==> src/rtl/gb_pkg.sv <==
// handheld console i/o block
// shared memory map and types
`default_nettype none

package gb_pkg;

	// ------------------------------
	// bus widths
	localparam int ADDR_W  = 16;
	localparam int DATA_W  = 8;
	localparam int IRQ_N   = 5;    // vblank, lcd, timer, serial, joypad
	localparam int WRAM_AW = 15;   // 8 banks of 4k
	localparam int ZP_AW   = 7;    // ff80..fffe

	// ------------------------------
	// register map
	localparam logic [ADDR_W-1:0] ADDR_JOYP = 16'hff00;
	localparam logic [ADDR_W-1:0] ADDR_DIV  = 16'hff04;
	localparam logic [ADDR_W-1:0] ADDR_TIMA = 16'hff05;
	localparam logic [ADDR_W-1:0] ADDR_TMA  = 16'hff06;
	localparam logic [ADDR_W-1:0] ADDR_TAC  = 16'hff07;
	localparam logic [ADDR_W-1:0] ADDR_IF   = 16'hff0f;
	localparam logic [ADDR_W-1:0] ADDR_IE   = 16'hffff;
	localparam logic [ADDR_W-1:0] ADDR_SVBK = 16'hff70;  // gbc only
	localparam logic [ADDR_W-1:0] ZP_BASE   = 16'hff80;

	// ------------------------------
	// interrupts
	localparam logic [DATA_W-1:0] IRQ_VEC_BASE = 8'h40;  // source n at base + 8n
	localparam logic [DATA_W-1:0] IRQ_VEC_NONE = 8'h55;

	localparam int IRQ_VBLANK = 0;
	localparam int IRQ_LCD    = 1;
	localparam int IRQ_TIMER  = 2;
	localparam int IRQ_SERIAL = 3;
	localparam int IRQ_JOYPAD = 4;

	typedef enum logic {IRQ_IDLE, IRQ_ACK} irq_state_t;

	// read source picked by the decoder
	typedef enum logic [2:0] {
		SEL_NONE, SEL_JOYP, SEL_TIMER, SEL_IF, SEL_IE, SEL_WRAM, SEL_ZP, SEL_SVBK
	} reg_sel_t;

	// div bit watched by tima, indexed by tac[1:0]
	localparam int unsigned TAC_TAP [4] = '{9, 3, 5, 7};

endpackage

`default_nettype wire

==> src/rtl/joypad.sv <==
// joypad select and key interrupt
`timescale 1ns/1ps
`default_nettype none

module joypad import gb_pkg::*; (
	input  wire              clk_cpu,
	input  wire              reset,
	input  wire [DATA_W-1:0] cpu_wdata,
	input  wire              joyp_we,
	input  wire [7:0]        joystick,   // active high, pressed = 1
	output logic [DATA_W-1:0] joyp_data,
	output logic              key_irq
);

	logic [1:0] p54;                     // select, 0 = group on
	logic [3:0] dir_n, btn_n;            // low active per group
	logic [7:0] key_d1, key_d2;

	// key order: dpad group on p54[0], buttons on p54[1]
	assign dir_n = ~{joystick[2], joystick[3], joystick[1], joystick[0]} | {4{p54[0]}};
	assign btn_n = ~{joystick[7], joystick[6], joystick[5], joystick[4]} | {4{p54[1]}};

	assign joyp_data = {2'b11, p54, dir_n & btn_n};
	assign key_irq   = |(~key_d1 & key_d2);  // any selected line fell

	always_ff @(posedge clk_cpu) begin
		if (reset) begin
			p54    <= 2'b00;
			key_d1 <= '1;  // idle lines are high
			key_d2 <= '1;
		end else begin
			if (joyp_we)
				p54 <= cpu_wdata[5:4];
			key_d1 <= {dir_n, btn_n};
			key_d2 <= key_d1;
		end
	end

endmodule

`default_nettype wire

==> config.mk <==
export PLATFORM = sky130hd
export DESIGN_NAME = joypad
export DESIGN_NICKNAME = d
export VERILOG_FILES = /design/src/rtl/gb_pkg.sv /design/src/rtl/joypad.sv
export SDC_FILE = /design/constraint.sdc
export NUM_CORES = 1
export LEC_CHECK = 0
export ABC_AREA = 1
export ABC_CLOCK_PERIOD_IN_PS = 800
export CAP_MARGIN = 5
export CORE_MARGIN = 1.5
export CORE_UTILIZATION = 45
export CTS_BUF_LIST = sky130_fd_sc_hd__clkbuf_4
export CTS_CLUSTER_DIAMETER = 50
export DETAILED_ROUTE_END_ITERATION = 6
export DONT_BUFFER_PORTS = 1
export PLACE_DENSITY = 0.56
export SLEW_MARGIN = 0
export SYNTH_ARGS = -nofsm -noshare
export SYNTH_HDL_FRONTEND = slang
export SYNTH_SLANG_ARGS = --single-unit
==> constraint.sdc <==
create_clock -name clk_cpu -period 0.8 [get_ports clk_cpu]
set_input_delay 0.08 -clock clk_cpu [delete_from_list [all_inputs] [get_ports clk_cpu]]
set_output_delay 0.08 -clock clk_cpu [all_outputs]
set_load 0.03 [all_outputs]
* Word level (Yosys, flattened, before mapping)
Cells that the tools add are included.
** Storage, ports and cells
- Flip-flop bits (word level) :: 18
- Input bits :: 19
** Cells by class
- Bitwise logic cells :: 7
- Reductions and logical operators :: 1
** Operators by type and width (number)
- $and A8 B8 Y8 :: 1
- $not A4 Y4 :: 2
- $not A8 Y8 :: 1
- $or A4 B4 Y4 :: 2
- $reduce_or A8 Y1 :: 1
- $and A4 B4 Y4 :: 1

* Longest topological paths before layout
- Depth in word-level cells :: 3
- Mapped depth :: 5

* Worst setup path after synthesis
No wires, ideal clock.
- Kind :: reg-to-output
- Start :: reg p54[0]
- End :: out joyp_data[0]
- Arrival :: 941 ps
- Data required time :: 720 ps
- Path slack :: -221 ps
- Cell stages (with the launch flop) :: 5
- Buffers on the path :: 0
- Path through :: dfxtp_1 > inv_2 > nand2_1 > nand2_1 > inv_1
** Between the ends
- Longest elaborated chain between the ends :: 2
** Ends and longest elaborated chain
- start: declaration :: RTL line joypad.sv:15 : logic [1:0] p54;
- start signal: assignment :: RTL line joypad.sv:33 : p54 <= cpu_wdata[5:4];
- $or A4 B4 Y4 :: RTL line joypad.sv:20 : assign dir_n = ~{joystick[2], joystick[3], joystick[1], joystick[0]} | {4{p54[0]}};
- $and A4 B4 Y4 :: RTL line joypad.sv:23 : assign joyp_data = {2'b11, p54, dir_n & btn_n};
- end: declaration :: RTL line joypad.sv:11 : output logic [DATA_W-1:0] joyp_data,
No other way between the ends.

* Worst setup path after layout
- Start :: reg key_d1[7]
- End :: out key_irq
** Between the ends
- Longest elaborated chain between the ends :: 3
** Ends and longest elaborated chain
- start: declaration :: RTL line joypad.sv:17 : logic [7:0] key_d1, key_d2;
- start signal: assignment :: RTL line joypad.sv:34 : key_d1 <= {dir_n, btn_n};
- $not A8 Y8 :: RTL line joypad.sv:24 : assign key_irq = |(~key_d1 & key_d2);
- $and A8 B8 Y8 :: RTL line joypad.sv:24
- $reduce_or A8 Y1 :: RTL line joypad.sv:24
- end: declaration :: RTL line joypad.sv:12 : output logic key_irq
No other way between the ends.

==> impl_metrics.json <==
{
  "status": "finished, violations left",
  "violations": "setup timing",
  "cts_buffer_depth": 2,
  "dp_cells": 101,
  "finalClockSkew_ns": 0.00226,
  "areaGrowthSynthToFinish_pct": 59.1,
  "wl_mm": 1.62,
  "hold_violations": 0,
  "layout_worst_path_cycle_share_pct": 140,
  "ir_drop_uv": 1030,
  "crit_path_top_delay_cell": "dfxtp_1",
  "drive_gt1_share_pct": 39.3,
  "crit_path_end_kind": "output port",
  "max_stage_delay_ns": 0.33,
  "firstDrtPassIters": 3,
  "rsz0062_at_grt": "true",
  "io_pins": 28,
  "hold_ws_ns": 0.310,
  "htreeDepth": 1,
  "viasPerCell": 4.61,
  "place_congestion": 0.660,
  "syn_area_um2": 654,
  "track_usage_pct": 18.4,
  "fin_ws_ns": -0.319,
  "fill_cells": 84,
  "tritoncts": "done",
  "ys_seq_elements": 18,
  "die_y_um": 41.1,
  "row_count": 13,
  "clk_pin_slew_ns": 0.10,
  "drc": 0,
  "drv_slew": 0,
  "critical_path_buf_inv_count": 1,
  "grt-ovfl-total": 0,
  "cpLargestDelayFamily": "simple AND/OR/NAND/NOR gates",
  "path_cells": "inv_1 > nand2_1 > nand2_1 > nor2_2 > nand2_2",
  "pre_cts_ws_ns": -0.0130,
  "fmax_mhz": 894,
  "post_drt_wl_per_cell_um": 12.8,
  "crit_top_cell": "nand2_1",
  "critPathKind": "flop to output port",
  "design.core.area_um2": 1330,
  "drtIter0Drc": 20,
  "die_area_um2": 1690,
  "p_leak_nw": 0.533,
  "numClockSinks": 18,
  "port-buffer-count": 0,
  "critPathLaunchType": "flop",
  "min_path_type": "input pin to output port",
  "internal-power_mw": 1.35,
  "yosysUniqueCellTypes": 13,
  "setup_viol": 7,
  "clk_latency_ns": 0.29,
  "dpl.hpwl_um": 649,
  "final_cells": 127,
  "clockRootBuffer": "clkbuf_4",
  "pwr_density_cell_nw_per_um2": 1820,
  "final_cell_mix": "nand2_1 (20), dfxtp_1 (15), dlygate4sd3_1 (12)",
  "die-width_um": 41.1,
  "antenna_left": 0,
  "seq_power_share_pct": 50.8,
  "grt_first_pass_wirelength_mm": 1.94,
  "p_sw_mw": 0.548,
  "max_cap_violations": 0,
  "grt_pass1_vias": 478,
  "start_util_pct": 49.1,
  "cp.required_ns": 0.72,
  "cts_buffers": 3,
  "swShare_pct": 28.9,
  "period_needed_ns": 1.12,
  "power.combinational.fraction_pct": 22.7,
  "arrival_ns": 1.04,
  "yosys_warnings": 0,
  "num_vias": 585,
  "synth_cells": 85,
  "critPathMaxFanout": 2,
  "fin_setup_tns_ns": -1.49,
  "antenna_found_initial": 0,
  "mostFrequentLayoutCell": "nand2_1",
  "clkPwrFrac_pct": 26.4,
  "seq_area_frac_synth_pct": 55.1,
  "syn_avg_cell_area_um2": 7.70,
  "fin_nets": 132,
  "grt_max_degree": 19,
  "antennaDiodeCount": 0
}
==> tightest hold or removal path, cell delays in order <==
cell and delay, ns:
nand2_4 0.04, nand2_4 0.06, inv_6 0.05
==> path summary, 6_finish.rpt <==
| check | from | cells past startpoint | slack [ns] | endpoint |
|---|---|---|---|---|
| min reg2reg | key_d1[5]$_SDFF_PP1_ | 2 | 0.42 | key_d2[5]$_SDFF_PP1_ |
| max reg2reg | p54[1]$_SDFFE_PP0P_ | 3 | 0.02 | key_d1[0]$_SDFF_PP1_ |
| min | joystick[5] | 3 | 0.31 | joyp_data[1] |
| max | key_d1[7]$_SDFF_PP1_ | 5 | -0.32 | key_irq |
==> stage by stage <==
| stage | power [mW] | utilization, % | cell area (µm²) |
|---|---|---|---|
| 3_5_place_dp | 1.20 | 51.0 | 681 |
| 4_1_cts | 1.80 | 69.5 | 927 |
| 6_report | 1.90 | 78.0 | 1040 |
| 5_1_grt | 1.98 | 78.0 | 1040 |
| 2_1_floorplan | 1.18 | - | 666 |
| 3_3_place_gp | 1.20 | 51.0 | 681 |
==> power by group through the flow <==
stage	Sequential (mW)	Clock, mW	Combinational, mW
after global placement	0.973	0	0.229
final	0.964	0.501	0.431
after floorplan	0.987	0	0.193
after detailed placement	0.974	0	0.230
after CTS	0.960	0.504	0.341
after global routing	0.970	0.545	0.465
==> cell families after synthesis <==
family	count (synthesis)	synth area share, %
AOI/OAI and AO/OA	4	3.06
other	1	0.573
DFF	18	55.1
buffers and inverters	19	13.6
and+or+nand+nor	43	27.7
==> area by class of cell <==
class	instances	area, µm²	area share, %
multi-input combinational	49	297	28.5
clock buffer	4	30.0	2.88
inverter	16	97.6	9.37
timing repair buffer	25	229	22.0
sequential	18	369	35.5
tap	15	18.8	1.80
==> synthesized netlist by cell type, drive strengths merged <==
cell / number / area [µm²]
buf: 3 / 26.3
inv: 16 / 62.6
nand2: 33 / 124
o21ai: 2 / 10.0
dfxtp: 18 / 360
nor2: 2 / 7.51
conb: 1 / 3.75
nand3: 8 / 50.1
a21oi: 2 / 10.0
==> flip-flops by register name, summed over array words and instances, names as in the netlist <==
register and cells:
key_d1 8, key_d2 8, p54 2
==> per-layer routing <==
| layer | part of all wire (%) | GRT usage, % |
|---|---|---|
| met5 | 0 | 0 |
| met4 | 1.7 | 9.68 |
| met3 | 3.9 | 7.61 |
| met2 | 51 | 29.7 |
| met1 | 43 | 20.5 |
==> timing repair <==
item                       in CTS  in global routing
setup endpoints to repair       7                 10
gates resized for setup        22                 21
pin swaps                       7                  4
hold endpoints to repair       18                  0
buffers inserted                5                  6
hold buffers                   12                  0
Power figures use the tool's default switching activity.
