## src/rtl/gb_pkg.sv

```systemverilog
// handheld console i/o block
// shared memory map and types
`default_nettype none

package gb_pkg;

	// ------------------------------
	// bus widths
	localparam int ADDR_W  = 16;
	localparam int DATA_W  = 8;
	localparam int IRQ_N   = 5;    // vblank, lcd, timer, serial, joypad
	localparam int WRAM_AW = 15;   // 8 banks of 4k
	localparam int ZP_AW   = 7;    // ff80..fffe

	// ------------------------------
	// register map
	localparam logic [ADDR_W-1:0] ADDR_JOYP = 16'hff00;
	localparam logic [ADDR_W-1:0] ADDR_DIV  = 16'hff04;
	localparam logic [ADDR_W-1:0] ADDR_TIMA = 16'hff05;
	localparam logic [ADDR_W-1:0] ADDR_TMA  = 16'hff06;
	localparam logic [ADDR_W-1:0] ADDR_TAC  = 16'hff07;
	localparam logic [ADDR_W-1:0] ADDR_IF   = 16'hff0f;
	localparam logic [ADDR_W-1:0] ADDR_IE   = 16'hffff;
	localparam logic [ADDR_W-1:0] ADDR_SVBK = 16'hff70;  // gbc only
	localparam logic [ADDR_W-1:0] ZP_BASE   = 16'hff80;

	// ------------------------------
	// interrupts
	localparam logic [DATA_W-1:0] IRQ_VEC_BASE = 8'h40;  // source n at base + 8n
	localparam logic [DATA_W-1:0] IRQ_VEC_NONE = 8'h55;

	localparam int IRQ_VBLANK = 0;
	localparam int IRQ_LCD    = 1;
	localparam int IRQ_TIMER  = 2;
	localparam int IRQ_SERIAL = 3;
	localparam int IRQ_JOYPAD = 4;

	typedef enum logic {IRQ_IDLE, IRQ_ACK} irq_state_t;

	// read source picked by the decoder
	typedef enum logic [2:0] {
		SEL_NONE, SEL_JOYP, SEL_TIMER, SEL_IF, SEL_IE, SEL_WRAM, SEL_ZP, SEL_SVBK
	} reg_sel_t;

	// div bit watched by tima, indexed by tac[1:0]
	localparam int unsigned TAC_TAP [4] = '{9, 3, 5, 7};

endpackage

`default_nettype wire

```

## src/rtl/timer.sv

```systemverilog
// div / tima timer
`timescale 1ns/1ps
`default_nettype none

module timer import gb_pkg::*; (
	input  wire              clk_cpu,
	input  wire              reset,
	input  wire [DATA_W-1:0] cpu_wdata,
	input  wire              timer_we,
	input  wire [1:0]        timer_idx,
	output logic [DATA_W-1:0] timer_data,
	output logic              timer_irq
);

	logic [2*DATA_W-1:0] div_q;    // free running, top byte visible
	logic [DATA_W-1:0] tima_q, tma_q;
	logic [2:0] tac_q;             // enable, rate
	logic tap, tap_q, tick;

	// selected div bit, forced low when stopped
	assign tap  = div_q[TAC_TAP[tac_q[1:0]]] & tac_q[2];
	assign tick = tap_q & ~tap;  // falling edge
	assign timer_irq = tick && (tima_q == '1);  // wrap this cycle

	always_comb begin
		case (timer_idx)
			ADDR_DIV[1:0]:  timer_data = div_q[2*DATA_W-1:DATA_W];
			ADDR_TIMA[1:0]: timer_data = tima_q;
			ADDR_TMA[1:0]:  timer_data = tma_q;
			default:        timer_data = {5'b11111, tac_q};
		endcase
	end

	always_ff @(posedge clk_cpu) begin
		if (reset) begin
			div_q  <= '0;
			tima_q <= '0;
			tma_q  <= '0;
			tac_q  <= '0;
			tap_q  <= 1'b0;
		end else begin
			tap_q <= tap;

			// any div write clears the full counter
			if (timer_we && timer_idx == ADDR_DIV[1:0])
				div_q <= '0;
			else
				div_q <= div_q + 1'b1;

			if (timer_we && timer_idx == ADDR_TIMA[1:0])
				tima_q <= cpu_wdata;
			else if (timer_irq)
				tima_q <= tma_q;          // reload on overflow
			else if (tick)
				tima_q <= tima_q + 1'b1;

			if (timer_we && timer_idx == ADDR_TMA[1:0])
				tma_q <= cpu_wdata;
			if (timer_we && timer_idx == ADDR_TAC[1:0])
				tac_q <= cpu_wdata[2:0];
		end
	end

endmodule

`default_nettype wire

```

## config.mk

```make
export PLATFORM = sky130hd
export DESIGN_NAME = timer
export DESIGN_NICKNAME = d
export VERILOG_FILES = /design/src/rtl/gb_pkg.sv /design/src/rtl/timer.sv
export SDC_FILE = /design/constraint.sdc
export NUM_CORES = 1
export LEC_CHECK = 0
export BUFFER_PORTS_ARGS = -buffer_cell sky130_fd_sc_hd__clkbuf_2
export CAP_MARGIN = 40
export CORE_MARGIN = 2
export CORE_UTILIZATION = 55
export CTS_CLUSTER_DIAMETER = 200
export DETAILED_ROUTE_END_ITERATION = 7
export GPL_TIMING_DRIVEN = 0
export PLACE_DENSITY = 0.76
export SKIP_CTS_REPAIR_TIMING = 1
export SLEW_MARGIN = 20
export SYNTH_ARGS = -nofsm -noshare
export SYNTH_HDL_FRONTEND = slang
export SYNTH_SLANG_ARGS = --single-unit
export TNS_END_PERCENT = 5
```

## constraint.sdc

```tcl
create_clock -name clk_cpu -period 3 [get_ports clk_cpu]
set_input_delay 0.6 -clock clk_cpu [delete_from_list [all_inputs] [get_ports clk_cpu]]
set_output_delay 0.6 -clock clk_cpu [all_outputs]
set_load 0.03 [all_outputs]
```

Word-level counts from Yosys, hierarchy flattened:

Index checks and enable logic that the tools add are counted.

* add/sub/neg operators: 2
* magnitude comparators: 2
* equal/unequal tests: 4
* muxes and demuxes: 9
* bitwise gates (word level): 4
* reductions and logical operators: 8

Operators by type and width (number)
* binary-select mux 32 bit (select 2 bit): 1
* two-way mux 32 bit: 2
* < comparator 32 x 5 -> 1 bit, second input constant: 1
* two-way mux 8 bit: 3
* one-hot mux 8 bit (3 select lines): 1
* adder 16 x 1 -> 16 bit, second input constant: 1
* adder 8 x 1 -> 8 bit, second input constant: 1
* == test 8 bit, second input constant: 1
* logical AND 1 bit: 5
* binary-select mux 1 bit (select 4 bit): 1
* == test 2 bit, second input constant: 2
* >= comparator 3 bit, second input constant: 1
* inverter 2 -> 3 bit: 1
* nonzero test 3 bit: 1
* AND 1 bit: 2
* == test 2 x 1 -> 1 bit, second input constant: 1
* logical NOT 2 bit: 1
* OR reduction 2 bit: 1
* two-way mux 1 bit: 1
* inverter 1 bit: 1

* flip-flop bits (word level): 36
* input bits: 13
* output and inout port bits: 9
* logic and storage cells: 34

Logic depth before layout (Yosys ltp):

Gate-level depths: netlist of run 1.

* depth after elaboration: 12
* depth in mapped cells: 6
* gate-level depth less buffers: 6

Least setup slack after synthesis of run 1:

OpenSTA, ideal clock, no wires.

* path kind: input -> output
* start: input port timer_idx[1]
* end: output port timer_data[3]
* arrival: 1.566 ns
* required time: 2.400 ns
* setup slack: 0.834 ns
* cell stages on the path: 3
* buffers on the path: 1
* cells stage by stage: buf_1 > mux2_2 > o22a_1

* word-level cells in the longest chain between the ends: 2
* elaborated cells on any way between the ends: 4
* those cells by class: eq/ne: 2; mux: 1; reduce/logical: 1

Ends and longest elaborated chain
* start: declaration: RTL line timer.sv:10 `input wire [1:0] timer_idx,`
* == test 2 bit, or another cell as far along: RTL line timer.sv:26 `case (timer_idx)`
* one-hot mux 8 bit (3 select lines) (*): RTL line timer.sv:26
* end: declaration: RTL line timer.sv:11 `output logic [DATA_W-1:0] timer_data,`

Every way passes the cells marked *; elsewhere a longest branch is shown, timed or not.

Final worst setup path of run 1:

Ends and elaborated chain as after synthesis.

==> out/results.ini, run 1 <==
[worst_setup_path]
reg2reg_depth = 6
cp_max_fo = 10
r2r_slack_ps = 1170
r2r_start = tima_q[0]
setup.worst_path.start_class = input port
required_ps = 2400
crit_arrival_ps = 1930
reg2reg_to = tima_q[6]
crit_type = input port to output port
cp-end-kind = output port

[cells_and_area]
post-route-util_pct = 63.5
diodes = 0
final_common_cell = dfxtp_1
drive_above_1_share_pct = 20.1
syn2layout_area_growth_pct = 11.5
fin_nets = 253
final_cell_mix = dfxtp_1, nor2_1, clkbuf_2

[logic_synthesis]
synthesis.nets = 226
synthMuxAreaShare_pct = 16.0
synthXorXnorAreaFrac_pct = 6.46
synth_top_family_by_area = simple AND/OR/NAND/NOR gates
synth_area_per_cell_um2 = 9.00
ys_seq_area_share_pct = 37.9
synth_fa_ha_area_share_pct = 1.32
synth_compound_area_share_pct = 15.0
synthFlopType = dfxtp_1
synth_cell_type_count = 43
synth_simple_gate_area_share_pct = 19.5
ys_warn_count = 0
synthCells = 211
synth-seq-cells = 36
synth_edf_count = 0
synth-async-reset-ratio_pct = 0
netlist_area_um2 = 1900

[sta]
hold_viol_final = 0
worst_pin_slew_ps = 595
tns_ps = 0
slew_viol_final = 0
rsz0062_at_grt = no
slew_headroom_pct = 60.3
fmax_ghz = 0.395
min_period_ps = 2530
setup_viol = 0
clock_skew_ps = 14.2
post-route-period-util_pct = 84.5

[floorplan]
fp-row-count = 21
ios = 22
dieArea_um2 = 3940
die_x_um = 62.8
start_util_pct = 56.9
fp.dieH_um = 62.8
coreArea_um2 = 3340

[hold_path]
min_path_cells = 1
min_to = div_q[0]
hp-class = register to register
hold_start = div_q[0]

[power_and_ir_drop]
p_leak_nw = 0.899
power_density_nw_per_um2 = 414
switching_share_pct = 28.9
comb_power_share_pct = 11.8
clock_power_share_pct = 30.9
ir_drop_uv = 336
intPower_uw = 623
sequentialPowerShare_pct = 57.2
p_sw_uw = 254

[clock_tree]
cts_buffer_depth = 2
tritoncts = done
root_buffer = clkbuf_4
numCtsBuffers = 5
htree_levels = 2
cts_sinks = 36
clock_latency_ps = 350
path_clk_slew_ps = 130

[placed_design]
dpl.hpwl_mm = 3.09
portBuffers = 20
gp_congestion = 0.897

[route]
dr.pass1.iters = 4
drt-initial-drc-count = 106
antenna_left = 0
dr_total_vias = 1628
drt-total-wl_mm = 4.22
viasPerCell = 5.71
wl_per_cell_um = 14.8
post-route-drc-count = 0

[global_routing]
grt_max_degree = 14
antenna_found_initial = 0
grt_usage_pct = 23.4
grt_pass1_vias = 1541
overflow = 0
grt_pass1_wl_mm = 7.17

[job]
drv_cap = 0

[outcome]
status = completed

==> critical path, cell delays in order <==
cell and delay [ps]:
clkbuf_2 110, buf_1 430, mux2_2 400, o22a_1 200, clkbuf_2 190
==> layout make-up <==
type | instances | area [um2]
fill | 326 | 1220
clock buffer | 5 | 37.5
timing repair buffer | 20 | 100
inverter | 6 | 22.5
multi-input combinational | 158 | 1110
tap | 46 | 57.6
buffer | 11 | 50.0
sequential | 36 | 721
clock inverter | 3 | 23.8
==> worst max path at each step <==
stage / slack (ps) / to / startpoint
floorplan: 830 / timer_data[3] / timer_idx[1]
global placement: 490 / timer_data[3] / timer_idx[1]
detailed placement: 470 / timer_data[3] / timer_idx[1]
CTS: 480 / timer_data[3] / timer_idx[1]
global route: 400 / timer_data[3] / timer_idx[1]
finish: 470 / timer_data[3] / timer_idx[1]
==> synthesized netlist by cell type (3+ instances only) <==
cell type,number,area share (%)
or3_1,3,0.99
o22a_1,6,2.8
clkbuf_1,3,0.59
inv_1,6,1.2
mux4_2,3,3.6
o22ai_1,3,0.99
dfxtp_1,36,38
nand2_1,10,2.0
nor2_1,35,6.9
mux2_2,5,3.0
nand4_1,5,1.6
a31oi_1,3,0.99
o21ai_0,4,1.1
and3_1,3,0.99
o21ai_1,3,0.79
a21oi_1,7,1.8
xor2_1,12,5.5
mux2i_1,18,9.5
nand3_1,9,2.4
buf_2,7,1.8
==> logic make-up (layout without fill, tap and decap cells) <==
kind of cell / after synthesis / in the layout
and+or+nand+nor: 77 / 77
AOI/OAI and AO/OA: 39 / 39
DFF: 36 / 36
muxes: 26 / 26
buffers and inverters: 17 / 45
xor gates and xnor gates: 14 / 14
adders and majority gates: 2 / 2
==> state kept, by name (all words and copies together) (netlist names) <==
register / count
tap_q: 1
div_q: 16
tma_q: 8
tima_q: 8
tac_q: 3
==> per-stage QoR <==
step / power, mW / setup slack [ps] / instances / hold WS, ps / area, um2
after CTS: 0.882 / 477 / 285 / 451 / 2120
after global routing: 0.916 / 400 / 285 / 485 / 2120
after floorplan: 0.582 / 834 / 211 / 413 / 1900
after detailed placement: 0.615 / 471 / 277 / 431 / 2060
after global placement: 0.614 / 486 / 277 / 426 / 2060
final: 0.876 / 465 / 285 / 444 / 2120
==> power by group through the flow <==
stage / Combinational, mW / Clock, mW / Sequential, mW
finish: 0.104 / 0.271 / 0.502
global route: 0.114 / 0.299 / 0.503
CTS: 0.103 / 0.277 / 0.502
detailed placement: 0.103 / 0 / 0.512
global placement: 0.102 / 0 / 0.512
floorplan: 0.0729 / 0 / 0.509
==> metal layers <==
layer | part of all wire (%) | GRT usage [%] | vias to the layer above
met2 | 44 | 34.9 | 55
met5 | 0 | 0 | -
met1 | 46 | 31.7 | 751
met4 | 2.5 | 10.8 | 0
li1 | - | - | 813
met3 | 7.2 | 5.95 | 9
(Power assumes the default switching activity.)
==> run 2: changes to the inputs <==
Settings changed: CORE_UTILIZATION 55 to 52, PLACE_DENSITY 0.76 to 0.75.
Clock period 3 ns to 2.15 ns, I/O delays scaled along.
==> out/results.ini, run 2 (synthesis gave the netlist of run 1 again) <==
[power_and_ir_drop]
p_sw_uw = 334  ; was 254 uW
clock_power_share_pct = 35.8  ; was 30.9%
power_density_nw_per_um2 = 612  ; was 414 nW/um2
sequentialPowerShare_pct = 53.2  ; was 57.2%
ir_drop_uv = 480  ; was 336 uV
intPower_uw = 984  ; was 623 uW
switching_share_pct = 25.3  ; was 28.9%
comb_power_share_pct = 11.0  ; was 11.8%
p_leak_nw = 0.911  ; was 0.899 nW

[sta]
post-route-period-util_pct = 96.6
min_period_ps = 2080
fmax_ghz = 0.482
fin_ws_ps = 73.7  ; was 465 ps
slew_headroom_pct = 62.6  ; was 60.3%
whs_ps = 323  ; was 444 ps
setup_viol = 0  ; unchanged
hold_viol_final = 0  ; unchanged
worst_pin_slew_ps = 558  ; was 595 ps
clock_skew_ps = 16.0  ; was 14.2 ps
slew_viol_final = 0  ; unchanged

[floorplan]
fp.dieH_um = 64.4  ; was 62.8 um
coreArea_um2 = 3420  ; was 3340 um2
die_x_um = 64.4  ; was 62.8 um
ios = 22  ; unchanged
dieArea_um2 = 4150  ; was 3940 um2
fp-row-count = 21  ; unchanged
start_util_pct = 55.6  ; was 56.9%

[cells_and_area]
final_common_cell = nor2_1  ; was dfxtp_1
largestRegisters = div_q (16), tima_q (8), tma_q (8)  ; unchanged
fin_nets = 252  ; was 253
drive_above_1_share_pct = 23.1  ; was 20.1%
regMostFlops = div_q  ; unchanged
diodes = 0  ; unchanged
largest_reg_flops = 16  ; unchanged
fin_area_um2 = 2150  ; was 2120 um2
final_cell_mix = nor2_1, dfxtp_1, clkbuf_2  ; was dfxtp_1, nor2_1, clkbuf_2
final_cells = 284  ; was 285
syn2layout_area_growth_pct = 13.4  ; was 11.5%

[worst_setup_path]
required_ps = 1720  ; was 2400 ps
cp-end-kind = output port  ; unchanged
cp_max_fo = 7  ; was 10
crit_type = register to output port  ; was input port to output port
setup.worst_path.start_class = register  ; was input port
crit_arrival_ps = 1650  ; was 1930 ps

[global_routing]
antenna_found_initial = 0  ; unchanged
overflow = 0  ; unchanged
grt_usage_pct = 23.3  ; was 23.4%
grt_pass1_wl_mm = 7.40  ; was 7.17 mm
grt_pass1_vias = 1554  ; was 1541
grt_max_degree = 12  ; was 14

[route]
post-route-drc-count = 0  ; unchanged
dr.pass1.iters = 4  ; unchanged
antenna_left = 0  ; unchanged
dr_total_vias = 1660  ; was 1628
viasPerCell = 5.85  ; was 5.71
drt-total-wl_mm = 4.52  ; was 4.22 mm
wl_per_cell_um = 15.9  ; was 14.8 um
drt-initial-drc-count = 110  ; was 106

[clock_tree]
cts_buffer_depth = 2  ; unchanged
numCtsBuffers = 5  ; unchanged
tritoncts = done  ; unchanged
htree_levels = 2  ; unchanged
cts_sinks = 36  ; unchanged
root_buffer = clkbuf_4  ; unchanged
clock_latency_ps = 340  ; was 350 ps
path_clk_slew_ps = 110  ; was 130 ps

[placed_design]
dpl.hpwl_mm = 3.18  ; was 3.09 mm
gp_congestion = 0.941  ; was 0.897
place_area_um2 = 2060  ; unchanged
portBuffers = 20  ; unchanged
dp_cells = 277  ; unchanged
dpl_worst_slack_ps = -19.6  ; was 471 ps

[outcome]
status = completed  ; unchanged

[hold_path]
hp-class = input port to register  ; was register to register

[job]
drv_cap = 0  ; unchanged

==> run 2: final timing paths <==
check / to / cells after the start / startpoint / slack (ps)
max: timer_irq / 5 / tima_q[0] / 70
min: tima_q[3] / 3 / cpu_wdata[3] / 320
max reg2reg: tima_q[6] / 6 / tima_q[0] / 420
min reg2reg: div_q[0] / 1 / div_q[0] / 460
==> run 2: layer usage <==
metal	vias to the layer above	wire length (um)	global-route usage, %
met2	58	2120	37.8
met4	0	44	7.98
li1	815	-	-
met5	-	0	0
met3	5	311	5.73
met1	782	2040	30.5
==> run 2: critical path, cell delays in order, from the launching register on <==
cell	delay, ps
dfxtp_2	410
ha_2	260
and3_4	220
nand2_2	110
nor2_1	120
clkbuf_4	200
==> run 2: cell type report <==
cell class              instances  area [um2]
fillers                       313        1260
clock buffers                   6        41.3
repair buffers                 20         103
well taps                      46        57.6
inverters                       6        22.5
multi-input cells             158        1120
flip-flops and latches         36         724
clock inverters                 2        35.0
plain buffers                  10        46.3
==> run 2: through the flow <==
step           util (%)  TNS, ps  power, mW
3_3_place_gp       60.2    -23.6      0.856
5_1_grt            63.0    -1.62       1.37
6_report           63.0        0       1.32
4_1_cts            62.5     -273       1.32
2_1_floorplan         -        0      0.812
3_5_place_dp       60.2    -54.4      0.858
==> run 2: power by group through the flow <==
stage,registers [mW],logic (mW),clock network [mW]
finish,0.701,0.145,0.472
global route,0.703,0.158,0.507
CTS,0.700,0.145,0.479
detailed placement,0.715,0.143,0
global placement,0.714,0.142,0
floorplan,0.710,0.102,0
==> run 3: changes to the inputs <==
Settings changed: CORE_UTILIZATION 52 to 55, GPL_ROUTABILITY_DRIVEN set to 0, PLACE_DENSITY 0.75 to 0.76.
Clock period 2.15 ns to 2.29 ns, I/O delays scaled along.
==> out/results.ini, run 3 (synthesis gave the netlist of run 1 again) <==
[outcome]
status = completed  ; unchanged

[cells_and_area]
drive_above_1_share_pct = 21.8  ; was 23.1%
syn2layout_area_growth_pct = 11.7  ; was 13.4%
regMostFlops = div_q  ; unchanged
area.sequential_um2 = 723  ; was 724 um2
fillers = 323  ; was 313
multi_input_area_um2 = 1110  ; was 1120 um2
fin_nets = 252  ; unchanged
final_cells = 284  ; unchanged
post-route-util_pct = 63.6  ; was 63.0%
largest_reg_flops = 16  ; unchanged
largestRegisters = div_q (16), tima_q (8), tma_q (8)  ; unchanged
diodes = 0  ; unchanged
final_common_cell = nor2_1  ; unchanged
final_cell_mix = nor2_1, dfxtp_1, clkbuf_2  ; unchanged

[placed_design]
dpl.hpwl_mm = 3.09  ; was 3.18 mm
dp_cells = 277  ; unchanged
dpl_worst_slack_ps = 45.5  ; was -19.6 ps
portBuffers = 20  ; unchanged

[hold_path]
hp-class = input port to register  ; unchanged
min_path_cells = 3  ; unchanged

[floorplan]
ios = 22  ; unchanged
start_util_pct = 56.9  ; was 55.6%
dieArea_um2 = 3940  ; was 4150 um2
die_x_um = 62.8  ; was 64.4 um
fp-row-count = 21  ; unchanged
coreArea_um2 = 3340  ; was 3420 um2
fp.dieH_um = 62.8  ; was 64.4 um

[worst_setup_path]
required_ps = 1830  ; was 1720 ps
reg2reg_depth = 6  ; unchanged
setup.worst_path.start_class = register  ; unchanged
cp-end-kind = output port  ; unchanged
cp_max_fo = 7  ; unchanged
crit_path_cell_trace = mux2i_1 -> o221ai_2 -> nor2_1 -> clkbuf_2  ; was ha_2 -> and3_4 -> nand2_2 -> nor2_1 -> clkbuf_4
slowest_delay_ps = 420  ; was 410 ps
slowest_stage = dfxtp_1  ; was dfxtp_2
crit_arrival_ps = 1730  ; was 1650 ps
crit_type = register to output port  ; unchanged

[route]
wl_per_cell_um = 14.9  ; was 15.9 um
maxUsedRoutingLayer = met4  ; unchanged
route.met3.wl_um = 233  ; was 311 um
viasPerCell = 5.79  ; was 5.85
drt-initial-drc-count = 95  ; was 110
drt-total-wl_mm = 4.24  ; was 4.52 mm
m1WireLength_mm = 1.97  ; was 2.04 mm
dr.pass1.iters = 4  ; unchanged
post-route-drc-count = 0  ; unchanged
antenna_left = 0  ; unchanged
met2WireLength_mm = 1.93  ; was 2.12 mm
dr_total_vias = 1645  ; was 1660

[sta]
tns_ps = 0  ; unchanged
fmax_ghz = 0.458
worst_pin_slew_ps = 579  ; was 558 ps
setup_viol = 0  ; unchanged
fin_ws_ps = 106  ; was 73.7 ps
post-route-period-util_pct = 95.4
hold_viol_final = 0  ; unchanged
rsz0062_at_grt = no
min_period_ps = 2180
slew_headroom_pct = 61.4  ; was 62.6%
slew_viol_final = 0  ; unchanged
clock_skew_ps = 11.9  ; was 16.0 ps

[job]
drv_cap = 0  ; unchanged

[global_routing]
antenna_found_initial = 0  ; unchanged
grt_pass1_wl_mm = 7.17  ; was 7.40 mm
grt_pass1_vias = 1541  ; was 1554
grt_usage_pct = 23.4  ; was 23.3%
overflow = 0  ; unchanged
grt_max_degree = 14  ; was 12

[clock_tree]
path_clk_slew_ps = 120  ; was 110 ps
numCtsBuffers = 5  ; unchanged
htree_levels = 2  ; unchanged
tritoncts = done  ; unchanged
cts_buffer_depth = 2  ; unchanged
root_buffer = clkbuf_4  ; unchanged
cts_sinks = 36  ; unchanged
clock_latency_ps = 360  ; was 340 ps

[power_and_ir_drop]
ir_drop_uv = 438  ; was 480 uV
power_density_nw_per_um2 = 543  ; was 612 nW/um2
p_total_mw = 1.15  ; was 1.32 mW
p_leak_nw = 0.897  ; was 0.911 nW

run 3: final timing paths:
path	slack [ps]	end	start
min	330	tima_q[1]	cpu_wdata[1]
min reg2reg	440	div_q[0]	div_q[0]
max reg2reg	570	tima_q[6]	tima_q[0]
max	110	timer_irq	tac_q[1]
run 3: per-stage QoR:
| step | hold WS [ps] | area (um2) |
|---|---|---|
| 2_1_floorplan | 413 | 1900 |
| 3_3_place_gp | 426 | 2060 |
| 3_5_place_dp | 431 | 2060 |
| 4_1_cts | 325 | 2120 |
| 5_1_grt | 344 | 2120 |
| 6_report | 332 | 2120 |
run 3: area by class of cell:
cell class,instances,area share (%)
well taps,46,2.71
clock buffers,5,1.77
clock inverters,3,1.12
inverters,6,1.06
flip-flops and latches,36,34.1
plain buffers,10,2.18
repair buffers,20,4.72
multi-input cells,158,52.4
run 3: critical path: cells and delay by family, from the launching register on:
kind / cells / cell delay, ps
simple gates: 1 / 150
compound gates: 1 / 240
mux: 1 / 350
buf+inv: 1 / 210
flops: 1 / 420
run 3: power breakdown:
part	total (mW)	internal, mW	switching [mW]
Clock	0.359	0.121	0.238
Sequential	0.658	0.643	0.0150
Combinational	0.135	0.0526	0.0826
run 3: metal layers:
layer,global-route usage (%),up-vias
li1,-,813
met2,34.9,58
met1,31.7,763
met3,5.95,11
met5,0,-
met4,10.8,0
