--- src/rtl/gb_pkg.sv ---
// handheld console i/o block
// shared memory map and types
`default_nettype none

package gb_pkg;

	// ------------------------------
	// bus widths
	localparam int ADDR_W  = 16;
	localparam int DATA_W  = 8;
	localparam int IRQ_N   = 5;    // vblank, lcd, timer, serial, joypad
	localparam int WRAM_AW = 15;   // 8 banks of 4k
	localparam int ZP_AW   = 7;    // ff80..fffe

	// ------------------------------
	// register map
	localparam logic [ADDR_W-1:0] ADDR_JOYP = 16'hff00;
	localparam logic [ADDR_W-1:0] ADDR_DIV  = 16'hff04;
	localparam logic [ADDR_W-1:0] ADDR_TIMA = 16'hff05;
	localparam logic [ADDR_W-1:0] ADDR_TMA  = 16'hff06;
	localparam logic [ADDR_W-1:0] ADDR_TAC  = 16'hff07;
	localparam logic [ADDR_W-1:0] ADDR_IF   = 16'hff0f;
	localparam logic [ADDR_W-1:0] ADDR_IE   = 16'hffff;
	localparam logic [ADDR_W-1:0] ADDR_SVBK = 16'hff70;  // gbc only
	localparam logic [ADDR_W-1:0] ZP_BASE   = 16'hff80;

	// ------------------------------
	// interrupts
	localparam logic [DATA_W-1:0] IRQ_VEC_BASE = 8'h40;  // source n at base + 8n
	localparam logic [DATA_W-1:0] IRQ_VEC_NONE = 8'h55;

	localparam int IRQ_VBLANK = 0;
	localparam int IRQ_LCD    = 1;
	localparam int IRQ_TIMER  = 2;
	localparam int IRQ_SERIAL = 3;
	localparam int IRQ_JOYPAD = 4;

	typedef enum logic {IRQ_IDLE, IRQ_ACK} irq_state_t;

	// read source picked by the decoder
	typedef enum logic [2:0] {
		SEL_NONE, SEL_JOYP, SEL_TIMER, SEL_IF, SEL_IE, SEL_WRAM, SEL_ZP, SEL_SVBK
	} reg_sel_t;

	// div bit watched by tima, indexed by tac[1:0]
	localparam int unsigned TAC_TAP [4] = '{9, 3, 5, 7};

endpackage

`default_nettype wire

--- src/rtl/irq_ctrl.sv ---
// interrupt flag, enable and acknowledge
`timescale 1ns/1ps
`default_nettype none

module irq_ctrl import gb_pkg::*; (
	input  wire              clk_cpu,
	input  wire              reset,
	input  wire [DATA_W-1:0] cpu_wdata,
	input  wire              if_we,
	input  wire              ie_we,
	input  wire              timer_irq,
	input  wire              key_irq,
	input  wire              cpu_ack,
	output logic [DATA_W-1:0] if_data,
	output logic [DATA_W-1:0] ie_data,
	output logic              irq_n,
	output logic [DATA_W-1:0] irq_vec
);

	irq_state_t state;
	logic [IRQ_N-1:0] if_r, ie_r, pend, events, pri_src, src_q;
	logic [DATA_W-1:0] pri_vec, vec_q;
	logic ack_done;

	assign pend    = if_r & ie_r;
	assign irq_n   = ~|pend;  // straight from the registers
	assign if_data = {{(DATA_W-IRQ_N){1'b1}}, if_r};
	assign ie_data = {{(DATA_W-IRQ_N){1'b0}}, ie_r};
	assign irq_vec = (state == IRQ_ACK) ? vec_q : pri_vec;
	assign ack_done = (state == IRQ_ACK) && !cpu_ack;  // ack just dropped

	// event sources
	always_comb begin
		events[IRQ_VBLANK] = 1'b0;  // no video here, cpu writes only
		events[IRQ_LCD]    = 1'b0;
		events[IRQ_TIMER]  = timer_irq;
		events[IRQ_SERIAL] = 1'b0;  // no link port either
		events[IRQ_JOYPAD] = key_irq;
	end

	// lowest pending bit wins, scan from the top
	always_comb begin
		pri_vec = IRQ_VEC_NONE;
		pri_src = '0;
		for (int i = IRQ_N - 1; i >= IRQ_VBLANK; i--) begin
			if (pend[i]) begin
				pri_vec = IRQ_VEC_BASE + DATA_W'(i * 8);
				pri_src = IRQ_N'(1) << i;
			end
		end
	end

	always_ff @(posedge clk_cpu) begin
		if (reset) begin
			state <= IRQ_IDLE;
			if_r  <= '0;
			ie_r  <= '0;
			src_q <= '0;
			vec_q <= IRQ_VEC_NONE;
		end else begin
			case (state)
				IRQ_IDLE: if (cpu_ack) begin
					state <= IRQ_ACK;
					vec_q <= pri_vec;  // frozen for the whole ack
					src_q <= pri_src;
				end
				IRQ_ACK: if (!cpu_ack)
					state <= IRQ_IDLE;
				default: state <= IRQ_IDLE;
			endcase

			// cpu write beats events and ack clear
			if (if_we)
				if_r <= cpu_wdata[IRQ_N-1:0];
			else if (ack_done)
				if_r <= (if_r & ~src_q) | events;
			else
				if_r <= if_r | events;

			if (ie_we)
				ie_r <= cpu_wdata[IRQ_N-1:0];
		end
	end

endmodule

`default_nettype wire

--- config.mk ---
export PLATFORM = sky130hd
export DESIGN_NAME = irq_ctrl
export DESIGN_NICKNAME = d
export VERILOG_FILES = /design/src/rtl/gb_pkg.sv /design/src/rtl/irq_ctrl.sv
export SDC_FILE = /design/constraint.sdc
export NUM_CORES = 1
export LEC_CHECK = 0
export ABC_AREA = 1
export BUFFER_PORTS_ARGS = -buffer_cell sky130_fd_sc_hd__buf_2
export CAP_MARGIN = 20
export CORE_UTILIZATION = 49
export DETAILED_ROUTE_END_ITERATION = 8
export HOLD_SLACK_MARGIN = 0.15
export MAX_ROUTING_LAYER = met4
export PLACE_DENSITY = 0.84
export SLEW_MARGIN = 10
export SYNTH_ARGS = -nofsm -noshare
export SYNTH_HDL_FRONTEND = slang
export SYNTH_SLANG_ARGS = --single-unit
export TNS_END_PERCENT = 1
--- constraint.sdc ---
create_clock -name clk_cpu -period 1.91 [get_ports clk_cpu]
set_input_delay 0.0955 -clock clk_cpu [delete_from_list [all_inputs] [get_ports clk_cpu]]
set_output_delay 0.0955 -clock clk_cpu [all_outputs]
set_load 0.02 [all_outputs]
## Word-level counts from Yosys, hierarchy flattened

Cells that the tools add are included.
Widths: inputs -> output; s select.

| word-level totals | value |
|---|---|
| bits in registers | 24 |
| input port bits | 15 |

| operators by class | value |
|---|---|
| muxes and demuxes | 14 |
| bitwise logic cells | 6 |
| reduce and logical (&&, ||, !) cells | 5 |

Operator list:

| kind | number |
|---|---|
| $mux 8 | 5 |
| $mux 5 | 7 |
| $and 5x5->5 | 2 |
| $or 5x5->5 | 2 |
| $mux 6 | 1 |
| $not 5->5 | 1 |
| $reduce_or 5->1 | 1 |
| $logic_not 1->1 | 2 |
| $reduce_and 2->1 | 1 |
| $logic_and 1x1->1 | 1 |
| $mux 1 | 1 |
| $not 1->1 | 1 |

## Longest topological paths before layout

Gate-level depths: netlist (run 1).

| logic depth | value |
|---|---|
| depth in word-level cells | 7 |
| depth in mapped cells | 8 |
| depth with buffers taken out | 7 |

## Least setup slack after synthesis (run 1)

OpenSTA, ideal clock, no wires.

| path | value |
|---|---|
| path type | reg-to-output |
| from | register ie_r[0] |
| to | output port irq_vec[2] |
| data arrival time | 1,535 ps |
| data required time | 1,814 ps |
| setup slack | 280 ps |
| stages on the path, launching flop included | 7 |
| path through | dfxtp_1 nand2_1 nand2_1 inv_1 nand2_1 o21ai_0 buf_4 |

| on the way | value |
|---|---|
| longest elaborated chain between the ends | 3 |

Ends and longest elaborated chain:

| item | line | source |
|---|---|---|
| start: declaration | irq_ctrl.sv:21 | `logic [IRQ_N-1:0] if_r, ie_r, pend, events, pri_src, src_q;` |
| start signal: assignment | irq_ctrl.sv:81 | `ie_r <= cpu_wdata[IRQ_N-1:0];` |
| $and 5x5->5 | irq_ctrl.sv:25 | `assign pend = if_r & ie_r;` |
| $mux 8 | irq_ctrl.sv:46 | `if (pend[i]) begin` |
| $mux 8 | irq_ctrl.sv:29 | `assign irq_vec = (state == IRQ_ACK) ? vec_q : pri_vec;` |
| end: declaration | irq_ctrl.sv:17 | `output logic [DATA_W-1:0] irq_vec` |

No other way between the ends.

==> out/results.txt, run 1 <==
hold depth: 3
Die Area: 2097 um2
GRT Util Overall: 0.2451
sink of the worst hold path: state
Final nets: 189
DRT iter0 DRCs: 30
crit start category: input port
wire length per cell: 11.01 um
Commonest cells post-synth: nand2_1 (27), nor2_1 (20), dfxtp_1 (19)
initial antenna violation count: 0
count leader, synth: nand2_1
Reg power frac: 0.523
WL met2: 1132 um
HP Start: cpu_ack
asr flop ratio synth: 0
vias: 923
Synth area leaders: dfxtp_1 (40%), nand2_1 (11%), buf_4 (8.0%), nor2_1 (8.0%), o21ai_0 (8.0%)
warnings from Yosys: 0
met3 wire length: 78 um
cell family with most CP delay: buffers and inverters
Die Y: 45.79 um
status: completed
Internal Pwr Total: 0.5781 mW
Setup Buffers After CTS: 0
DR pass1 iterations: 4
pwr/cell area: 698.3 nW/um2
Combinational Power Share: 0.240
Fmax achieved: 594.4 MHz
H-Tree Depth: 1
Critical Path RT: 2.15 ns
worst-path maximum fanout: 12
type of the worst setup path: in2reg
Switch Pwr: 0.2642 mW
Root Driver: clkbuf_4
sw frac: 0.3137
Worst EP arrival: 1.92 ns
Slew Limit Fails: 0
site row count: 15
final worst-path cycle share: 0.8808
sequential fraction of the synthesis area: 0.4048
Residual DRC: 0
wl on met1: 930 um
Most used DFF post-synth: dfxtp_1
largest net degree at the start of global routing: 13
TritonCTS clock tree: done
post-DP HPWL: 1451 um
Worst-Skew Late Latency: 0.29 ns
clock-pin slew on the worst setup and hold paths: 0.10 ns
layout cell share with drive strength beyond 1: 0.2139
setup TNS: 0 ns
Max-cap violations: 0
Synth Instances: 133
Worst Path Buf+Inv: 4
hold crit path type: in2reg
cts bufs inserted: 3
FF-to-FF setup slack: 0.58 ns
first-pass GRT wire length: 3546 um
highest cell delay on the worst timing path: 0.55 ns
Final ANT Viol Nets: 0
n_diodes: 0
Peak VDD IR: 0.4352 mV
Crit-path slowest cell: dlygate4sd3_1
final setup fails: 0
Post-Route WL: 2179 um
area grow syn2layout: 28.36%
GP Congestion: 0.8081
die width: 45.79 um
dpl cells: 179
Post-synth EDFFs: 0
Distinct cells, synth: 17
IO Port Bufs: 27
largest area contributor in the netlist: dfxtp_1
global route overflow: 0
Crit. Startpoint: reset
clk sinks: 19
Final Hold Viols: 0
Via density: 4.662
CP Cell Sequence: dlygate4sd3_1 > buf_2 > inv_1 > o21ai_0 > nor2_1 > dlygate4sd3_1
non-filler cells, final: 198
Starting Density: 0.5326
Synth top area share: 0.4048
Core Area: 1764 um2
DR top layer: met4
io pins: 40
worst reg2reg path depth: 3
Top cell by count, worst path: dlygate4sd3_1
RSZ-0062 raised after global routing: false
Worst Setup End Kind: register
vias in the first global route: 867
min cycle time layout: 1.682 ns
Yosys reg bits: 19
clk_skew: 0.004913 ns
worst reg2reg startpoint: ie_r[1]
Post-Synthesis Cell Area: 939.7 um2
maximum root-to-sink buffer count: 2
syn_area_per_cell: 7.065 um2
Clock power frac: 0.237
Leak: 0.6088 nW
R2R Path End: ie_r[1]
## per-layer routing
layer  vias to the layer above  GRT usage
met5                         -          -
met2                        26     0.4371
met4                         0    0.08824
li1                        482          -
met3                         6    0.04762
met1                       409     0.2680
## cell type report
class	count	area, um2
clock buffer	4	26.28
fill	179	558.0
inverter	14	57.56
multi-input combinational	94	425.4
sequential	19	380.4
tap	25	31.28
timing repair buffer	42	285.3
## power by group through the flow
stage          sequential [mW]  combinational [mW]  clock (mW)
6_report                 0.440               0.203       0.199
5_1_grt                  0.444               0.223       0.222
4_1_cts                  0.440               0.199       0.201
3_5_place_dp             0.449               0.173           0
3_3_place_gp             0.448               0.169           0
2_1_floorplan            0.461               0.127           0
## sequential cells by signal, indices dropped and copies added (netlist names)
register / count
ie_r: 5
if_r: 5
src_q: 4
state: 1
vec_q: 4
## worst max-delay path by stage
| stage | end | cells past startpoint | slack, ns |
|---|---|---|---|
| after CTS | ie_r[1] | 6 | 0.32 |
| after global routing | ie_r[3] | 6 | 0.15 |
| after global placement | vec_q[3] | 7 | 0.74 |
| after detailed placement | irq_vec[2] | 6 | 0.69 |
| after floorplan | irq_vec[2] | 6 | 0.28 |
| final | ie_r[1] | 6 | 0.23 |
## layout by cell type (no fill, tap or decap), drive strengths merged, types with 4 or more instances in the layout
cell | Yosys | final
conb | 2 | 9
buf | 13 | 27
inv | 14 | 14
nor2 | 21 | 21
nand3 | 8 | 8
o21ai | 15 | 15
a21oi | 12 | 12
dlygate4sd3 | 0 | 15
clkbuf | 0 | 4
dfxtp | 19 | 19
nand2 | 28 | 28
## what timing repair did
action / CTS / global route
resized for setup: 0 / 0
hold buffers: 15 / 0
hold endpoints to repair: 16 / 0
## cells by family (layout without fill, tap and decap cells)
family,count (synthesis),after routing,synth area share
AO/OA/AOI/OAI,28,28,0.1625
buffers and inverters,27,60,0.1704
flip-flops,19,19,0.4048
other,2,9,0.007992
AND/OR/NAND/NOR,57,57,0.2543
## stage by stage
step           cell area, um2  power (mW)  hold slack [ns]  worst slack (ns)    util
6_report                 1206      0.8423           0.1492            0.2276  0.6837
5_1_grt                  1206      0.8884           0.1648            0.1527  0.6837
4_1_cts                  1206      0.8399           0.1500            0.3248  0.6837
3_5_place_dp             1030      0.6223           0.3426            0.6939  0.5837
3_3_place_gp             1030      0.6166           0.3281            0.7449  0.5837
2_1_floorplan           965.9      0.5880           0.2304            0.2796       -
## worst reg2reg max path, delay by kind of cell, from the launching register on
family | cells | cell delay (ns)
DFF | 1 | 0.36
AOI/OAI and AO/OA | 1 | 0.25
and+or+nand+nor | 1 | 0.06
buffers and inverters | 1 | 0.56
No activity file was read; power rests on OpenSTA's default activity.
==> run 2: changes to the inputs <==
- CORE_ASPECT_RATIO: not set -> 1.5
- CORE_UTILIZATION: 49 -> 40
- PLACE_DENSITY: 0.84 -> 0.69
==> run 2 against run 1 <==
Against the previous run:
- first-iteration DRC count fell by 60%
- wire length fell by 2.8%
- die area rose by 22%
- clock power rose by 4%
- largest power group unchanged
==> out/results.txt, run 2 (synthesis gave the netlist of run 1 again) <==
most frequent cells in the layout: nand2_1 (27), buf_2 (27), nor2_1 (20), dfxtp_1 (19), dlygate4sd3_1 (16)
hold crit path type: in2reg
pwr/cell area: 699.0 nW/um2 (about the same)
Critical Path RT: 2.15 ns (about the same)
wire length per cell: 10.75 um (-2.3%)
layout cell share with drive strength beyond 1: 0.2184 (+0.004518)
DRT iter0 DRCs: 12 (-60%)
RSZ-0062 raised after global routing: false
Worst EP arrival: 1.86 ns (-0.06 ns)
hold slack: 0.1748 ns (+0.02557 ns)
setup TNS: 0 ns (unchanged)
Leak: 0.6157 nW (+1.1%)
biggest regs: ie_r: 5 flops, if_r: 5 flops
io pins: 40 (unchanged)
HP Start: if_we
clock-pin slew on the worst setup and hold paths: 0.12 ns (+0.02 ns)
vias in the first global route: 831 (-4.2%)
maximum root-to-sink buffer count: 2 (unchanged)
Core Area: 2233 um2 (+27%)
Final ANT Viol Nets: 0 (unchanged)
GRT Util Overall: 0.1843 (-0.06078)
worst reg2reg startpoint: ie_r[4]
initial antenna violation count: 0 (unchanged)
area grow syn2layout: 29.29%
clk_skew: 0.01285 ns (+0.007935 ns)
Via density: 4.650 (-0.25%)
Worst Setup End Kind: register
die width: 41.58 um (-9.2%)
hold depth: 3 (unchanged)
Final Hold Viols: 0 (unchanged)
final setup fails: 0 (unchanged)
worst reg2reg path depth: 3 (unchanged)
cts repair resizes: 0 (unchanged)
total power: 0.8492 mW (+0.82%)
sink of the worst hold path: if_r[0]
Fmax achieved: 617.1 MHz (+3.8%)
first-pass GRT wire length: 3525 um (-0.59%)
DR pass1 iterations: 4 (unchanged)
min cycle time layout: 1.621 ns (-0.06178 ns)
Die Y: 61.36 um (+34%)
IO Port Bufs: 27 (unchanged)
Slew Limit Fails: 0 (unchanged)
largest net degree at the start of global routing: 13 (unchanged)
status: completed
FF-to-FF setup slack: 0.68 ns (+0.10 ns)
Residual DRC: 0 (unchanged)
vias: 916 (-0.76%)
worst setup margin: 0.2894 ns (+0.06178 ns)
worst-path maximum fanout: 12 (unchanged)
clk sinks: 19 (unchanged)
final worst-path cycle share: 0.8485 (-0.03235)
Final nets: 190 (+0.53%)
cts bufs inserted: 3 (unchanged)
n_diodes: 0 (unchanged)
crit start category: input port
site row count: 21 (+6)
H-Tree Depth: 1 (unchanged)
GP Congestion: 0.7742 (-4.2%)
met2 usage: 0.3326 (-0.1046)
Layout Utilization: 0.5440 (-0.1397)
Max-cap violations: 0 (unchanged)
Die Area: 2551 um2 (+22%)
pre-CTS WS: 0.7040 ns (+0.01014 ns)
TritonCTS clock tree: done
Setup Buffers After CTS: 0 (unchanged)
R2R Path End: ie_r[4]
Worst-Skew Late Latency: 0.30 ns (about the same)
global route overflow: 0 (unchanged)
Post-Route WL: 2118 um (-2.8%)
GR Util met1: 0.2123 (-0.05565)
Most Crowded Layer GR: met2
post-DP HPWL: 1422 um (-2.0%)
Root Driver: clkbuf_4
Starting Density: 0.4207 (-0.1119)
GR Layer Usage met3: 0.01760 (-0.03002)
Peak VDD IR: 0.4360 mV (+0.19%)
type of the worst setup path: in2reg
[run 2: where the power goes]
part	total [mW]	internal (mW)	leakage, nW	switching (mW)
registers	0.441	0.421	0.157	0.0202
logic	0.201	0.0774	0.441	0.123
clock network	0.207	0.0780	0.0177	0.129
total	0.849	0.576	0.616	0.273
[run 2: layout make-up]
class | instances | area (um2)
Inverter | 14 | 57.56
Multi-Input combinational cell | 94 | 425.4
Timing Repair Buffer | 43 | 295.3
Fill cell | 220 | 1018
Clock buffer | 3 | 22.52
Sequential cell | 19 | 380.4
Clock inverter | 1 | 5.005
Tap cell | 23 | 28.78
[run 2: routing by layer]
layer,part of all wire,vias up
met5,0,-
met4,0.0066,0
met3,0.038,2
met2,0.51,29
met1,0.44,400
li1,-,485
[run 2: worst max-delay path, stage by stage]
cell and delay, ns:
dlygate4sd3_1 0.53, buf_2 0.18, inv_1 0.25, o21ai_0 0.15, nor2_1 0.10, dlygate4sd3_1 0.56
[run 2: timing repair]
item                                    in CTS  in global routing
endpoints found under the setup margin       0                  0
hold endpoints to repair                    16                  0
hold buffers                                16                  0
[run 2: stage by stage]
step / cells / cell area, um2
floorplan: 140 / 965.9
global placement: 177 / 1027
detailed placement: 177 / 1027
CTS: 197 / 1215
global route: 197 / 1215
finish: 197 / 1215
[run 2: worst max path at each step]
stage               cells after the start     from  slack, ns         end
finish                                  6    reset       0.29     ie_r[4]
global route                            6    reset       0.18     ie_r[2]
CTS                                     6    reset       0.33     ie_r[4]
detailed placement                      7    state       0.70    vec_q[3]
global placement                        7    state       0.73    vec_q[3]
floorplan                               6  ie_r[0]       0.28  irq_vec[2]
==> run 3: changes to the inputs <==
- clock period: 1.91 -> 1.5 ns (I/O delays scaled with it)
==> run 3 against run 2 <==
Against the previous run:
- wire length decreased by 2.3%
- die area did not move
- worst hold slack improved by 0.31 ns
- critical path depth stayed put
- sequential share of layout area down 1.1 points
- clock skew fell by 0.0099 ns
- utilization grew 1.9 points
- non-clock buffer count grew 4
- global-route usage grew 0.18 points
- flip-flop and latch count did not move
- via count rose by 0.22%
- design area grew 3.5%
==> out/results.txt, run 3 (synthesis gave the netlist of run 1 again) <==
Top cell by count, worst path: dlygate4sd3_1
pwr/cell area: 860.7 nW/um2 (+23%)
hold slack: 0.4859 ns (+0.3111 ns)
Worst Setup End Kind: register
Starting Density: 0.4207 (unchanged)
worst setup margin: 0.07958 ns (-0.2098 ns)
io pins: 40 (unchanged)
dpl cells: 178 (+0.56%)
Peak VDD IR: 0.6547 mV (+50%)
final worst-path cycle share: 0.9469
clk sinks: 19 (unchanged)
Root Driver: clkbuf_4
Max-cap violations: 0 (unchanged)
global route overflow: 0 (unchanged)
GP Congestion: 0.7796 (+0.70%)
min cycle time layout: 1.420 ns
GRT Util Overall: 0.1861 (+0.001807)
FILL cells: 217 (-1.4%)
Crit-path slowest cell: dlygate4sd3_1
DR pass1 iterations: 4 (unchanged)
clk_skew: 0.002984 ns (-0.009865 ns)
status: completed
vias: 918 (+0.22%)
maximum root-to-sink buffer count: 2 (unchanged)
worst reg2reg path depth: 3 (unchanged)
Critical Path RT: 1.69 ns (-0.46 ns)
Via density: 4.567 (-1.8%)
crit start category: input port
Layout Utilization: 0.5630 (+0.01905)
Slew Limit Fails: 0 (unchanged)
H-Tree Depth: 1 (unchanged)
TritonCTS clock tree: done
wire length per cell: 10.30 um (-4.2%)
largest net degree at the start of global routing: 13 (unchanged)
Residual DRC: 0 (unchanged)
clock-pin slew on the worst setup and hold paths: 0.10 ns (-0.02 ns)
highest cell delay on the worst timing path: 0.55 ns (about the same)
type of the worst setup path: in2reg
non-filler cells, final: 201 (+2.0%)
DRT iter0 DRCs: 12 (unchanged)
pre-CTS WS: 0.3700 ns (-0.3340 ns)
cell family with most CP delay: buffers and inverters
Final ANT Viol Nets: 0 (unchanged)
hold depth: 2 (-1)
total power: 1.082 mW (+27%)
WP depth: 6 (unchanged)
Die Area: 2551 um2 (unchanged)
Final nets: 194 (+2.1%)
cts bufs inserted: 3 (unchanged)
worst-path maximum fanout: 10 (-2)
biggest regs: ie_r: 5 flops, if_r: 5 flops
CP Cell Sequence: dlygate4sd3_1 > buf_4 > clkinvlp_4 > o21ai_0 > nor2_1 > dlygate4sd3_1
Leak: 0.6347 nW (+3.1%)
vias in the first global route: 848 (+2.0%)
post-DP HPWL: 1436 um (+0.98%)
most frequent cells in the layout: nand2_1 (26), buf_2 (26), nor2_1 (20), dfxtp_1 (19), dlygate4sd3_1 (16)
Fmax achieved: 704.0 MHz
final setup fails: 0 (unchanged)
Die Y: 61.36 um (unchanged)
IO Port Bufs: 27 (unchanged)
Core Area: 2233 um2 (unchanged)
die width: 41.58 um (unchanged)
Final Hold Viols: 0 (unchanged)
Worst EP arrival: 1.61 ns (-0.25 ns)
layout cell share with drive strength beyond 1: 0.2360 (+0.01756)
initial antenna violation count: 0 (unchanged)
RSZ-0062 raised after global routing: true
hold crit path type: reg2reg
first-pass GRT wire length: 3581 um (+1.6%)
Worst Path Buf+Inv: 4 (unchanged)
area grow syn2layout: 33.82%
Post-Route WL: 2070 um (-2.3%)
n_diodes: 0 (unchanged)
site row count: 21 (unchanged)
Worst-Skew Late Latency: 0.30 ns (about the same)
run 3: cell count changes in the layout (fill, tap and decap cells not counted), sizes merged:
cell / before / now
buf: 27 / 30
clkbuf: 3 / 4
dlymetal6s4s: 0 / 1
inv: 14 / 13
clkinvlp: 0 / 1
clkinv: 1 / 0
run 3: layer usage:
metal / track usage / share of wire
met5: - / 0
met4: 0.08295 / 0.015
met3: 0.02639 / 0.030
met2: 0.3348 / 0.49
met1: 0.2047 / 0.47
run 3: final timing paths:
check | start | to | slack, ns
setup / recovery | reset | ie_r[3] | 0.08
hold / removal | vec_q[4] | vec_q[4] | 0.49
setup reg to reg | ie_r[4] | ie_r[4] | 0.30
hold reg to reg | vec_q[4] | vec_q[4] | 0.49
run 3: final cells by class:
class                   count  area (um2)  share of cell area
well taps                  23       28.78             0.02289
flip-flops and latches     19       380.4              0.3025
multi-input cells          94       427.9              0.3403
inverters                  14       61.31             0.04876
repair buffers             47       332.8              0.2647
clock buffers               4       26.28             0.02090
run 3: what timing repair did:
| item | in CTS | in global routing |
|---|---|---|
| buffers inserted | 0 | 2 |
| hold endpoints to repair | 16 | 0 |
| gates resized for setup | 0 | 4 |
| hold buffers | 17 | 0 |
| setup endpoints to repair | 0 | 11 |
run 3: stage by stage:
step	TNS, ns	instance area [um2]
floorplan	0	965.9
global placement	0	1035
detailed placement	0	1035
CTS	0	1231
global route	-0.1176	1257
finish	0	1257
run 3: worst min-delay path: stages, from the launching register on:
cell and delay, ns:
dfxtp_1 0.34, a21oi_1 0.07, nand2_1 0.06
run 3: power breakdown:
part	internal (mW)	switching (mW)	total (mW)	leakage (nW)
Combinational	0.107	0.160	0.267	0.463
Sequential	0.536	0.0242	0.560	0.157
Clock	0.104	0.151	0.255	0.0150
Total	0.747	0.336	1.08	0.635
